File: src/rtl/prog_pkg.sv
`default_nettype none

package prog_pkg;

    // Host opcodes understood by the programmer
    typedef enum logic [7:0] {
        OP_PING      = 8'hCC,
        OP_READ_ID   = 8'hF0,
        OP_READ_SREG = 8'hF1,
        OP_ERASE     = 8'hF4
    } prog_op_t;

    localparam logic [7:0] REPLY_HEAD = 8'hFE;  // First byte of every reply

    typedef struct packed {
        logic       valid;   // One-cycle strobe
        logic [7:0] opcode;  // Raw opcode byte, may be unknown
    } cmd_t;

    typedef struct packed {
        logic            start;   // One-cycle strobe
        logic [7:0]      opcode;
        logic [1:0]      len;     // Number of data bytes, 1 to 3
        logic [2:0][7:0] data;    // data[0] goes out first
    } reply_t;

endpackage

`default_nettype wire

File: src/rtl/flash_pkg.sv
`default_nettype none

package flash_pkg;

    // SPI NOR command bytes
    typedef enum logic [7:0] {
        FL_READ_ID    = 8'h9F,
        FL_READ_SR1   = 8'h05,
        FL_READ_SR2   = 8'h35,
        FL_WRITE_EN   = 8'h06,
        FL_CHIP_ERASE = 8'hC7,
        FL_DUMMY      = 8'h00
    } flash_cmd_t;

    // Status register 1 bits
    localparam int SR_BSY = 0;
    localparam int SR_WEL = 1;

    typedef struct packed {
        logic       start;  // One-cycle strobe
        logic [7:0] data;   // Byte shifted out on mosi
    } spi_req_t;

endpackage

`default_nettype wire

File: src/rtl/uart_rx.sv
`timescale 1ns/1ps
`default_nettype none

module uart_rx #(
    parameter int CLKS_PER_BIT = 8
)
(
    input  wire        clk,
    input  wire        rst,
    input  wire        rx,
    output logic       rx_valid,
    output logic [7:0] rx_data
);

    localparam int CW = $clog2(CLKS_PER_BIT + 1);
    localparam logic [CW-1:0] HALF = CW'(CLKS_PER_BIT / 2 - 1);
    localparam logic [CW-1:0] FULL = CW'(CLKS_PER_BIT - 1);

    typedef enum logic [1:0] {RX_IDLE, RX_START, RX_DATA, RX_STOP} rx_state_t;

    rx_state_t     state;
    logic [1:0]    sync;     // Two-flop synchronizer
    logic [CW-1:0] clk_cnt;
    logic [2:0]    bit_cnt;
    logic [7:0]    shreg;

    always_ff @(posedge clk or negedge rst)
    begin
        if (!rst)
        begin
            sync     <= 2'b11;
            state    <= RX_IDLE;
            clk_cnt  <= '0;
            bit_cnt  <= '0;
            rx_valid <= 1'b0;
        end
        else
        begin
            sync     <= {sync[0], rx};
            rx_valid <= 1'b0;
            case (state)
                RX_IDLE:
                begin
                    clk_cnt <= '0;
                    if (!sync[1])
                        state <= RX_START;  // Falling edge of start bit
                end
                RX_START:
                begin
                    if (clk_cnt == HALF)
                    begin
                        clk_cnt <= '0;
                        bit_cnt <= '0;
                        state   <= sync[1] ? RX_IDLE : RX_DATA;  // Reject glitch
                    end
                    else
                        clk_cnt <= clk_cnt + 1'b1;
                end
                RX_DATA:
                begin
                    if (clk_cnt == FULL)
                    begin
                        clk_cnt <= '0;
                        bit_cnt <= bit_cnt + 1'b1;
                        if (bit_cnt == 3'd7)
                            state <= RX_STOP;
                    end
                    else
                        clk_cnt <= clk_cnt + 1'b1;
                end
                RX_STOP:
                begin
                    if (clk_cnt == FULL)
                    begin
                        rx_valid <= sync[1];  // Framing error drops the byte
                        state    <= RX_IDLE;
                    end
                    else
                        clk_cnt <= clk_cnt + 1'b1;
                end
                default:
                    state <= RX_IDLE;
            endcase
        end
    end

    // LSB arrives first
    always_ff @(posedge clk)
    begin
        if (state == RX_DATA && clk_cnt == FULL)
            shreg <= {sync[1], shreg[7:1]};
    end

    assign rx_data = shreg;

endmodule

`default_nettype wire

File: src/rtl/uart_tx.sv
`timescale 1ns/1ps
`default_nettype none

module uart_tx #(
    parameter int CLKS_PER_BIT = 8
)
(
    input  wire        clk,
    input  wire        rst,
    input  wire        tx_start,
    input  wire  [7:0] tx_data,
    output logic       tx,
    output logic       tx_busy
);

    localparam int CW = $clog2(CLKS_PER_BIT + 1);
    localparam logic [CW-1:0] FULL = CW'(CLKS_PER_BIT - 1);

    logic [CW-1:0] clk_cnt;
    logic [3:0]    bit_cnt;  // 0 is the start bit, 9 the stop bit
    logic [8:0]    shreg;    // Data bits with stop bit on top

    always_ff @(posedge clk or negedge rst)
    begin
        if (!rst)
        begin
            tx      <= 1'b1;
            tx_busy <= 1'b0;
            clk_cnt <= '0;
            bit_cnt <= '0;
        end
        else if (!tx_busy)
        begin
            if (tx_start)
            begin
                tx      <= 1'b0;  // Start bit
                tx_busy <= 1'b1;
                clk_cnt <= '0;
                bit_cnt <= '0;
            end
        end
        else if (clk_cnt == FULL)
        begin
            clk_cnt <= '0;
            if (bit_cnt == 4'd9)
                tx_busy <= 1'b0;  // Stop bit done
            else
            begin
                tx      <= shreg[0];
                bit_cnt <= bit_cnt + 1'b1;
            end
        end
        else
            clk_cnt <= clk_cnt + 1'b1;
    end

    always_ff @(posedge clk)
    begin
        if (!tx_busy && tx_start)
            shreg <= {1'b1, tx_data};
        else if (tx_busy && clk_cnt == FULL)
            shreg <= {1'b1, shreg[8:1]};
    end

endmodule

`default_nettype wire

File: src/rtl/spi_master.sv
`timescale 1ns/1ps
`default_nettype none

module spi_master import flash_pkg::*; #(
    parameter int SPI_HALF_CLKS = 2
)
(
    input  wire           clk,
    input  wire           rst,
    input  wire spi_req_t req,
    input  wire           miso,
    output logic          mosi,
    output logic          sck,
    output logic          busy,
    output logic [7:0]    rdata
);

    localparam int HW = $clog2(SPI_HALF_CLKS + 1);
    localparam logic [HW-1:0] HALF = HW'(SPI_HALF_CLKS - 1);

    logic [HW-1:0] half_cnt;
    logic [3:0]    edge_cnt;  // Even is rising, odd is falling
    logic [7:0]    shreg;
    logic          edge_now;

    assign edge_now = busy && (half_cnt == HALF);

    always_ff @(posedge clk or negedge rst)
    begin
        if (!rst)
        begin
            mosi     <= 1'b0;
            sck      <= 1'b0;
            busy     <= 1'b0;
            half_cnt <= '0;
            edge_cnt <= '0;
        end
        else if (!busy)
        begin
            if (req.start)
            begin
                busy     <= 1'b1;
                mosi     <= req.data[7];  // MSB ready before first rise
                half_cnt <= '0;
                edge_cnt <= '0;
            end
        end
        else if (edge_now)
        begin
            half_cnt <= '0;
            edge_cnt <= edge_cnt + 1'b1;
            sck      <= ~edge_cnt[0];
            if (edge_cnt == 4'd15)
                busy <= 1'b0;
            else if (edge_cnt[0])
                mosi <= shreg[7];  // Next bit on falling edge
        end
        else
            half_cnt <= half_cnt + 1'b1;
    end

    // Sample miso on rising edge
    always_ff @(posedge clk)
    begin
        if (!busy && req.start)
            shreg <= req.data;
        else if (edge_now && !edge_cnt[0])
            shreg <= {shreg[6:0], miso};
    end

    assign rdata = shreg;

endmodule

`default_nettype wire

File: src/rtl/packet_receiver.sv
`timescale 1ns/1ps
`default_nettype none

module packet_receiver import prog_pkg::*;
(
    input  wire        clk,
    input  wire        rst,
    input  wire        rx_valid,
    input  wire  [7:0] rx_data,
    output cmd_t       cmd
);

    logic [8:0] byte_cnt;   // Bytes received so far in this packet
    logic [7:0] len;        // Payload length N
    logic [7:0] opcode;
    logic       cmd_valid;
    logic       last_byte;

    // Byte N+3 closes the packet
    assign last_byte = rx_valid && (byte_cnt > 9'd2) && (byte_cnt == {1'b0, len} + 9'd2);

    always_ff @(posedge clk or negedge rst)
    begin
        if (!rst)
        begin
            byte_cnt  <= '0;
            len       <= '0;
            cmd_valid <= 1'b0;
        end
        else
        begin
            cmd_valid <= last_byte;
            if (rx_valid)
            begin
                if (last_byte)
                    byte_cnt <= '0;
                else
                    byte_cnt <= byte_cnt + 9'd1;
                if (byte_cnt == 9'd1)
                    len <= rx_data;
            end
        end
    end

    always_ff @(posedge clk)
    begin
        if (rx_valid && byte_cnt == 9'd2)
            opcode <= rx_data;
    end

    assign cmd = {cmd_valid, opcode};

endmodule

`default_nettype wire

File: src/rtl/command_engine.sv
`timescale 1ns/1ps
`default_nettype none

module command_engine import prog_pkg::*, flash_pkg::*;
(
    input  wire        clk,
    input  wire        rst,
    input  wire cmd_t  cmd,
    input  wire        spi_busy,
    input  wire  [7:0] spi_rdata,
    input  wire        reply_busy,
    output spi_req_t   spi_req,
    output logic       cs_n,
    output reply_t     reply
);

    typedef enum logic [4:0] {
        ST_IDLE,
        ST_DECODE,
        ST_SPI_ISSUE,
        ST_SPI_HOLD,
        ST_SPI_WAIT,
        ST_XFER_END,
        ST_ID_DONE,
        ST_SR1_DONE,
        ST_SR2_DONE,
        ST_WEL_POLL,
        ST_WEL_CHECK,
        ST_BSY_POLL,
        ST_BSY_CHECK,
        ST_REPLY,
        ST_REPLY_HOLD,
        ST_REPLY_WAIT
    } eng_state_t;

    eng_state_t      state;
    eng_state_t      after_xfer;  // Where to go once cs_n rises
    logic [7:0]      op;
    logic [1:0]      byte_left;   // Dummy bytes still to clock
    logic [2:0][7:0] rx_buf;      // Last three bytes read, [0] newest

    always_ff @(posedge clk or negedge rst)
    begin
        if (!rst)
        begin
            state      <= ST_IDLE;
            after_xfer <= ST_IDLE;
            op         <= '0;
            byte_left  <= '0;
            rx_buf     <= '0;
            cs_n       <= 1'b1;
            spi_req    <= '0;
            reply      <= '0;
        end
        else
        begin
            spi_req.start <= 1'b0;
            reply.start   <= 1'b0;
            case (state)
                ST_IDLE:
                begin
                    if (cmd.valid)
                    begin
                        op    <= cmd.opcode;
                        state <= ST_DECODE;
                    end
                end
                ST_DECODE:
                begin
                    case (prog_op_t'(op))
                        OP_PING:
                        begin
                            reply.len  <= 2'd1;
                            reply.data <= '0;
                            state      <= ST_REPLY;
                        end
                        OP_READ_ID:
                        begin
                            spi_req.data <= FL_READ_ID;
                            byte_left    <= 2'd3;  // Three ID bytes follow
                            after_xfer   <= ST_ID_DONE;
                            state        <= ST_SPI_ISSUE;
                        end
                        OP_READ_SREG:
                        begin
                            spi_req.data <= FL_READ_SR1;
                            byte_left    <= 2'd1;
                            after_xfer   <= ST_SR1_DONE;
                            state        <= ST_SPI_ISSUE;
                        end
                        OP_ERASE:
                        begin
                            spi_req.data <= FL_WRITE_EN;
                            byte_left    <= 2'd0;
                            after_xfer   <= ST_WEL_POLL;
                            state        <= ST_SPI_ISSUE;
                        end
                        default:
                            state <= ST_IDLE;  // Unknown opcode gets no reply
                    endcase
                end

                ////////////////////////////////////////
                // One flash transaction, cs_n held low

                ST_SPI_ISSUE:
                begin
                    cs_n          <= 1'b0;
                    spi_req.start <= 1'b1;
                    state         <= ST_SPI_HOLD;
                end
                ST_SPI_HOLD:
                    state <= ST_SPI_WAIT;  // spi_busy rises here
                ST_SPI_WAIT:
                begin
                    if (!spi_busy)
                    begin
                        rx_buf <= {rx_buf[1:0], spi_rdata};
                        if (byte_left == 2'd0)
                            state <= ST_XFER_END;
                        else
                        begin
                            byte_left    <= byte_left - 2'd1;
                            spi_req.data <= FL_DUMMY;
                            state        <= ST_SPI_ISSUE;
                        end
                    end
                end
                ST_XFER_END:
                begin
                    cs_n  <= 1'b1;
                    state <= after_xfer;
                end

                ////////////////////////////////////////
                // Command steps

                ST_ID_DONE:
                begin
                    reply.len  <= 2'd3;
                    reply.data <= {rx_buf[2], rx_buf[0], rx_buf[1]};  // ID2, ID3, ID1
                    state      <= ST_REPLY;
                end
                ST_SR1_DONE:
                begin
                    reply.data[0] <= rx_buf[0];
                    spi_req.data  <= FL_READ_SR2;
                    byte_left     <= 2'd1;
                    after_xfer    <= ST_SR2_DONE;
                    state         <= ST_SPI_ISSUE;
                end
                ST_SR2_DONE:
                begin
                    reply.data[1] <= rx_buf[0];
                    reply.data[2] <= '0;
                    reply.len     <= 2'd2;
                    state         <= ST_REPLY;
                end
                ST_WEL_POLL:
                begin
                    spi_req.data <= FL_READ_SR1;
                    byte_left    <= 2'd1;
                    after_xfer   <= ST_WEL_CHECK;
                    state        <= ST_SPI_ISSUE;
                end
                ST_WEL_CHECK:
                begin
                    if (rx_buf[0][SR_WEL])
                    begin
                        spi_req.data <= FL_CHIP_ERASE;
                        byte_left    <= 2'd0;
                        after_xfer   <= ST_BSY_POLL;
                        state        <= ST_SPI_ISSUE;
                    end
                    else
                        state <= ST_WEL_POLL;
                end
                ST_BSY_POLL:
                begin
                    spi_req.data <= FL_READ_SR1;
                    byte_left    <= 2'd1;
                    after_xfer   <= ST_BSY_CHECK;
                    state        <= ST_SPI_ISSUE;
                end
                ST_BSY_CHECK:
                begin
                    if (rx_buf[0][SR_BSY])
                        state <= ST_BSY_POLL;  // Erase still running
                    else
                    begin
                        reply.len  <= 2'd1;
                        reply.data <= '0;
                        state      <= ST_REPLY;
                    end
                end

                ////////////////////////////////////////
                // Hand reply to the sender

                ST_REPLY:
                begin
                    reply.start  <= 1'b1;
                    reply.opcode <= op;
                    state        <= ST_REPLY_HOLD;
                end
                ST_REPLY_HOLD:
                    state <= ST_REPLY_WAIT;  // reply_busy rises here
                ST_REPLY_WAIT:
                begin
                    if (!reply_busy)
                        state <= ST_IDLE;
                end
                default:
                    state <= ST_IDLE;
            endcase
        end
    end

endmodule

`default_nettype wire

File: src/rtl/reply_sender.sv
`timescale 1ns/1ps
`default_nettype none

module reply_sender import prog_pkg::*;
(
    input  wire         clk,
    input  wire         rst,
    input  wire reply_t reply,
    input  wire         tx_busy,
    output logic        tx_start,
    output logic [7:0]  tx_data,
    output logic        reply_busy
);

    typedef enum logic [1:0] {RS_IDLE, RS_LOAD, RS_HOLD, RS_WAIT} rs_state_t;

    rs_state_t  state;
    reply_t     held;      // Reply being sent
    logic [2:0] idx;       // Byte position within the reply
    logic [7:0] cur_byte;

    always_comb
    begin
        case (idx)
            3'd0:    cur_byte = REPLY_HEAD;
            3'd1:    cur_byte = {6'd0, held.len};
            3'd2:    cur_byte = held.opcode;
            3'd3:    cur_byte = held.data[0];
            3'd4:    cur_byte = held.data[1];
            default: cur_byte = held.data[2];
        endcase
    end

    always_ff @(posedge clk or negedge rst)
    begin
        if (!rst)
        begin
            state    <= RS_IDLE;
            idx      <= '0;
            tx_start <= 1'b0;
        end
        else
        begin
            tx_start <= 1'b0;
            case (state)
                RS_IDLE:
                begin
                    if (reply.start)
                    begin
                        idx   <= '0;
                        state <= RS_LOAD;
                    end
                end
                RS_LOAD:
                begin
                    tx_start <= 1'b1;
                    state    <= RS_HOLD;
                end
                RS_HOLD:
                    state <= RS_WAIT;  // tx_busy rises here
                RS_WAIT:
                begin
                    if (!tx_busy)
                    begin
                        if (idx == {1'b0, held.len} + 3'd2)
                            state <= RS_IDLE;  // Header plus len bytes sent
                        else
                        begin
                            idx   <= idx + 3'd1;
                            state <= RS_LOAD;
                        end
                    end
                end
                default:
                    state <= RS_IDLE;
            endcase
        end
    end

    always_ff @(posedge clk)
    begin
        if (state == RS_IDLE && reply.start)
            held <= reply;
        if (state == RS_LOAD)
            tx_data <= cur_byte;
    end

    assign reply_busy = (state != RS_IDLE);

endmodule

`default_nettype wire

File: src/rtl/flash_programmer.sv
`timescale 1ns/1ps
`default_nettype none

module flash_programmer import prog_pkg::*, flash_pkg::*; #(
    parameter int CLKS_PER_BIT  = 8,
    parameter int SPI_HALF_CLKS = 2
)
(
    input  wire clk,
    input  wire rst,
    input  wire rx,
    output wire tx,
    input  wire miso,
    output wire mosi,
    output wire sck,
    output wire cs,
    output wire wp,
    output wire hold
);

    logic       rx_valid;
    logic [7:0] rx_data;
    cmd_t       cmd;
    spi_req_t   spi_req;
    logic       spi_busy;
    logic [7:0] spi_rdata;
    reply_t     reply;
    logic       reply_busy;
    logic       tx_start;
    logic [7:0] tx_data;
    logic       tx_busy;

    // Board needs these pins inactive
    assign wp   = 1'b1;
    assign hold = 1'b1;

    ////////////////////////////////////////
    // Host side

    uart_rx #(.CLKS_PER_BIT(CLKS_PER_BIT)) u_uart_rx (
        .clk      (clk),
        .rst      (rst),
        .rx       (rx),
        .rx_valid (rx_valid),
        .rx_data  (rx_data)
    );

    packet_receiver u_packet_receiver (
        .clk      (clk),
        .rst      (rst),
        .rx_valid (rx_valid),
        .rx_data  (rx_data),
        .cmd      (cmd)
    );

    reply_sender u_reply_sender (
        .clk        (clk),
        .rst        (rst),
        .reply      (reply),
        .tx_busy    (tx_busy),
        .tx_start   (tx_start),
        .tx_data    (tx_data),
        .reply_busy (reply_busy)
    );

    uart_tx #(.CLKS_PER_BIT(CLKS_PER_BIT)) u_uart_tx (
        .clk      (clk),
        .rst      (rst),
        .tx_start (tx_start),
        .tx_data  (tx_data),
        .tx       (tx),
        .tx_busy  (tx_busy)
    );

    ////////////////////////////////////////
    // Flash side

    command_engine u_command_engine (
        .clk        (clk),
        .rst        (rst),
        .cmd        (cmd),
        .spi_busy   (spi_busy),
        .spi_rdata  (spi_rdata),
        .reply_busy (reply_busy),
        .spi_req    (spi_req),
        .cs_n       (cs),
        .reply      (reply)
    );

    spi_master #(.SPI_HALF_CLKS(SPI_HALF_CLKS)) u_spi_master (
        .clk   (clk),
        .rst   (rst),
        .req   (spi_req),
        .miso  (miso),
        .mosi  (mosi),
        .sck   (sck),
        .busy  (spi_busy),
        .rdata (spi_rdata)
    );

endmodule

`default_nettype wire

File: config.mk
export PLATFORM = sky130hd
export DESIGN_NAME = flash_programmer
export DESIGN_NICKNAME = d
export VERILOG_FILES = /design/src/rtl/prog_pkg.sv /design/src/rtl/flash_pkg.sv /design/src/rtl/uart_rx.sv /design/src/rtl/uart_tx.sv /design/src/rtl/spi_master.sv /design/src/rtl/packet_receiver.sv /design/src/rtl/command_engine.sv /design/src/rtl/reply_sender.sv /design/src/rtl/flash_programmer.sv
export SDC_FILE = /design/constraint.sdc
export NUM_CORES = 1
export LEC_CHECK = 0
export BUFFER_PORTS_ARGS = -buffer_cell sky130_fd_sc_hd__buf_2
export CAP_MARGIN = 10
export CORE_MARGIN = 8
export CORE_UTILIZATION = 57
export CTS_CLUSTER_SIZE = 30
export DETAILED_ROUTE_END_ITERATION = 6
export MAX_ROUTING_LAYER = met4
export PLACE_DENSITY_LB_ADDON = 0.15
export RECOVER_POWER = 100
export SETUP_SLACK_MARGIN = 0.2
export SLEW_MARGIN = 0
export SYNTH_ARGS = -nofsm -noshare
export SYNTH_HDL_FRONTEND = slang
export SYNTH_SLANG_ARGS = --single-unit
File: constraint.sdc
create_clock -name clk -period 5.36 [get_ports clk]
set_input_delay 1.072 -clock clk [delete_from_list [all_inputs] [get_ports clk]]
set_output_delay 1.072 -clock clk [all_outputs]
set_load 0.03 [all_outputs]
[Yosys cells after proc, flatten, opt, wreduce, memory -nomap -nowiden]
Index checks and enable logic that the tools add are counted.
Cells by class
  bitwise operators: 2
  $add $sub $neg: 11
  multiplexer cells: 88
  magnitude comparators: 1
  equal/unequal tests: 62
  reductions and logical operators: 52
Operator list (count)
  8-bit one-hot mux with 5 select lines: 2
  18-bit one-hot mux with 4 select lines: 1
  5-bit one-hot mux with 13 select lines: 1
  8-bit 2-to-1 mux: 7
  26-bit 2-to-1 mux: 2
  4-bit 2-to-1 mux: 13
  5-bit by 4-bit equality test with 1-bit output (second input constant): 8
  8-bit equality test (second input constant): 4
  8-bit one-hot mux with 4 select lines: 1
  2-bit inequality test (second input constant): 15
  2-bit 2-to-1 mux: 14
  5-bit one-hot mux with 5 select lines: 1
  2-bit one-hot mux with 4 select lines: 3
  8-bit one-hot mux with 3 select lines: 1
  1-bit 2-to-1 mux: 22
  3-bit 2-to-1 mux: 7
  5-bit by 3-bit equality test with 1-bit output (second input constant): 4
  5-bit 2-to-1 mux: 4
  9-bit 2-to-1 mux: 2
  3-bit AND reduction: 6
  4-bit by 1-bit adder with 4-bit output (second input constant): 4
  4-bit one-hot mux with 4 select lines: 1
  2-bit nonzero test: 8
  5-bit one-hot mux with 3 select lines: 1
  40 further kinds: 84
Storage, ports and cells
  input bits: 4
  output and inout port bits: 6
  word-level logic and storage cells: 262
  register bits: 218

[Longest topological paths before layout]
  depth after elaboration: 5
  mapped depth: 8
  depth with buffers taken out: 7

[Hierarchy]
From an unflattened synthesis, not the netlist that was laid out.
Second synthesis, totals
  cell total of the unflattened synthesis: 780
  area, all modules: 9736.8 µm²
Modules (own cells, without submodules)
  command_engine: area each 3837.4 µm², cells each 344, seq. area each 2178.3 µm², times used 1
  reply_sender: area each 2019.4 µm², cells each 126, seq. area each 1411.4 µm², times used 1
  packet_receiver: area each 1346.3 µm², cells each 116, seq. area each 690.7 µm², times used 1
  uart_tx: area each 877.1 µm², cells each 67, seq. area each 491.7 µm², times used 1
  uart_rx: area each 838.3 µm², cells each 64, seq. area each 543.0 µm², times used 1
  spi_master: area each 799.5 µm², cells each 60, seq. area each 465.4 µm², times used 1
  flash_programmer: area each 18.8 µm², cells each 3, seq. area each 0.0 µm², times used 1

[Worst setup path after synthesis]
Ideal clock, no wire load.
  path type: register to register
  start point: reg u_spi_master.busy
  end point: reg u_spi_master.shreg[0], in the netlist u_spi_master.rdata[0] (enable)
  library setup time: 0.384 ns
  required time: 4.976 ns
  data arrival time: 1.605 ns
  period minus slack after synthesis: 1.989 ns
  buffers on the path: 1
  path slack: 3.371 ns
  cell stages (with the launch flop): 5
  path through: dfrtp_1 > clkbuf_1 > nand2_1 > or2_0 > o21ai_0
Between the ends
  longest elaborated chain between the ends: 3
  elaborated cells between the ends (all ways): 5
  classes of those cells: reduce/logical (5)
Ends and longest elaborated chain
  start: declaration: line spi_master.sv:14  | output logic busy,
  start signal: assignment: line spi_master.sv:34  | busy <= 1'b0;
  start signal: assignment: line spi_master.sv:42  | busy <= 1'b1;
  start signal: assignment: line spi_master.sv:54  | busy <= 1'b0;
  1-bit logical AND / 1-bit logical NOT (equally long branches)
  1-bit logical AND (on tied branches): line spi_master.sv:67, spi_master.sv:65
  2-bit nonzero test (no source line) (*)
  end signal: assignment: line spi_master.sv:66  | shreg <= req.data;
  end signal: assignment: line spi_master.sv:68  | shreg <= {shreg[6:0], miso};
  end: declaration: line spi_master.sv:23  | logic [7:0] shreg;
Every way passes the cells marked *; elsewhere a longest branch is shown, timed or not.
A chain may end at the register's enable or synchronous reset.

==> flow_summary.yaml <==
clock_tree:
  cts_hold_buf: 0
  ctsLongestPathBuffers: 3
  cts_buffers: 23
  cts_tree: "done"
  clock_sinks: 216
  cts_setup_buffers: 0
  cts_resized: 0
  clk_latency_ns: 0.51
  h-tree-depth: 1
  cts_root_buffer: "clkbuf_16"
  clk_pin_slew_ns: 0.06
setup_path:
  end_kind: "async pin"
  worstPathRequired_ns: 5.83
  path_buf_inv: 2
  worstPathCellList: "clkbuf_2, clkbuf_2"
  cp.arrival_ns: 3.93
  slowest_stage: "clkbuf_2"
  crit_type: "primary input to async pin"
  startpoint_type: "primary input"
  cpPeakStageDelay_ns: 1.64
  crit_path_max_fanout: 100
  crit_path_frequent_cell: "clkbuf_2"
  crit_family: "buffers and inverters"
sta:
  hold-worst-slack_ns: 0.362
  tns_ns: 0
  relSlewSlack_pct: -63.6
  period_needed_ns: 3.47
  max_freq_mhz: 289
  rsz0062_at_grt: "no"
  skew_ns: 0.0150
  hold_viol: 0
  fin_crit_sh_pct: 64.7
  setup_viol: 0
  maxSlewViolCount: 178
  worst_slew_pin_slew_ns: 2.45
final_layout:
  areaGrowthSynthToFinish_pct: 8.95
  fillers: 1265
  diodes: 0
  multi_input_area_um2: 3450
  drive_above_1_share_pct: 13.5
  final_cells: 1020
  regArea_um2: 5780
  final_net_count: 813
drt:
  vias: 5970
  antenna_left: 0
  firstDrtPassIters: 5
  routed_wl_um: 17900
  vias_per_cell: 5.85
  drt_iter0_drc: 329
  drt-wirelength-per-cell_um: 17.6
  drc_errors: 0
logic_synthesis:
  avgSynthCellArea_um2: 12.3
  synth.area.top_cells: "dfrtp_1 (36%), edfxtp_1 (23%), mux2_2 (7.1%)"
  synth.top_cells.by_count: "dfrtp_1 (138), edfxtp_1 (74), nand2_1 (64), mux2_2 (60), o21ai_0 (53)"
  synth_top_cell_area_share_pct: 36.1
  synth_edf_count: 74
  seq_area_frac_synth_pct: 60.4
  yosysUniqueCellTypes: 76
  yosysMostFrequentCell: "dfrtp_1"
  synth_top_area_cell: "dfrtp_1"
  yosysWarnings: 0
  syn-cell-area_um2: 9560
  synthFlopType: "dfrtp_1"
  postSynthCellCount: 780
  ys_ff_latch: 216
  async_reset_ff_share_pct: 65.7
die:
  die_y_um: 146
  core-area_um2: 16500
  die_x_um: 146
  rows: 47
  die_area_um2: 21200
  io_pins: 10
  start_util_pct: 58.1
power:
  powerDensity_nw_per_um2: 327
  seq_power_share_pct: 50.8
  switchingPower_uw: 755
  p_int_uw: 2650
  p_leak_uw: 0.00443
  peakVddDrop_v: 0.000292
  p_comb_share_pct: 4.0
  power_frac_clock_pct: 45.2
  swShare_pct: 22.1
worst_hold_path:
  hp-class: "flop to flop"
global_route:
  grt_overflow_total: 0
  antenna_found_initial: 0
  grt_usage_pct: 17.4
  grt_max_degree: 101
  grt_pass1_wl_um: 30200
  grt_pass1_vias: 5908
run:
  maxCapViolations: 4
place:
  portBuffers: 7
  place_inst: 978
  hpwlAfterDp_um: 12300
  gp_congestion: 0.836
run_status:
  violations: "max-capacitance violations, max-slew violations"
  outcome: "finished, violations left"
[sequential cells by signal (all words and copies together) (netlist names), 8 cells and up, named ones only]
| name | count |
|---|---|
| u_command_engine.op | 8 |
| u_packet_receiver.byte_cnt | 9 |
| u_packet_receiver.opcode | 8 |
| u_reply_sender.tx_data | 8 |
| u_uart_tx.shreg | 8 |
| u_command_engine.reply | 35 |
| u_reply_sender.held | 34 |
| u_command_engine.rx_buf | 24 |
| u_uart_rx.rx_data | 8 |
| u_packet_receiver.len | 8 |
| u_command_engine.spi_req | 9 |
| u_spi_master.rdata | 8 |
[metal layers]
metal / wire (µm) / global-route usage (%) / part of all wire, %
met1: 8480 / 23.6 / 47
met4: 348 / 5.10 / 1.9
met2: 8340 / 26.8 / 47
met3: 742 / 2.58 / 4.1
met5: 0 / - / 0
[power by group through the flow]
stage	registers [µW]	logic (µW)	clock network [µW]
after floorplan	1760	92.3	0
after global placement	1760	127	0
after detailed placement	1760	139	0
after CTS	1730	140	1580
after global routing	1730	160	1650
final	1730	135	1540
[logic make-up (layout without fill, tap and decap cells)]
family | Yosys count | in the layout | synth area share, %
AND/OR/NAND/NOR | 223 | 223 | 11.9
flip-flops | 216 | 216 | 60.4
AO/OA/AOI/OAI | 157 | 157 | 11.2
buffers and inverters | 68 | 87 | 3.18
multiplexers | 66 | 66 | 7.71
adder cells (fa/ha/maj) | 26 | 26 | 3.40
XOR/XNOR | 23 | 23 | 2.11
other | 1 | 2 | 0.0392
[placed cells by master (no fill, tap or decap), types with 4 or more instances in the layout]
| cell type | n |
|---|---|
| a21o_1 | 4 |
| a21oi_1 | 21 |
| a222oi_1 | 9 |
| a22o_1 | 20 |
| a22oi_1 | 4 |
| a31oi_1 | 7 |
| a41oi_1 | 7 |
| and3_1 | 9 |
| clkbuf_1 | 7 |
| clkbuf_16 | 23 |
| clkinv_1 | 4 |
| clkinv_2 | 7 |
| dfrtp_1 | 138 |
| edfxtp_1 | 74 |
| ha_1 | 26 |
| inv_1 | 35 |
| mux2_2 | 59 |
| mux2i_1 | 5 |
| nand2_1 | 64 |
| nand2b_1 | 11 |
| nand3_1 | 25 |
| nand3b_1 | 6 |
| nand4_1 | 13 |
| nor2_1 | 48 |
| nor2b_1 | 8 |
| nor3_1 | 10 |
| nor4_1 | 4 |
| o21ai_0 | 56 |
| xnor2_1 | 13 |
| xor2_1 | 10 |
[worst paths after layout]
check / start / end / slack, ns / cells past startpoint
min reg2reg: u_uart_rx.sync[0] / u_uart_rx.sync[1] / 0.36 / 0
max reg2reg: u_command_engine.state[2] / u_command_engine.rx_buf[17] / 2.06 / 4
max in group clk: u_command_engine.state[2] / u_command_engine.rx_buf[17] / 2.06 / 4
min in group asynchronous: rst / u_uart_tx.bit_cnt[3] / 1.27 / 1
min: u_uart_rx.sync[0] / u_uart_rx.sync[1] / 0.36 / 0
max: rst / u_uart_rx.state[0] / 1.89 / 2
[metrics by stage]
stage	total power, µW	instance area, µm²	util [%]	setup WS, ns
after floorplan	1850	9570	-	3.37
after global placement	1890	9730	59.1	2.75
after detailed placement	1900	9730	59.1	2.60
after CTS	3450	10500	63.6	2.58
after global routing	3550	10400	63.3	1.21
final	3410	10400	63.3	1.89
[layout make-up]
type	instances	share of cell area (%)
clock inverter	17	1.52
multi-input combinational	497	33.1
timing repair buffer	9	0.372
clock buffer	25	5.60
sequential	216	55.5
tap	220	2.64
inverter	36	1.30
(Power assumes the default switching activity.)
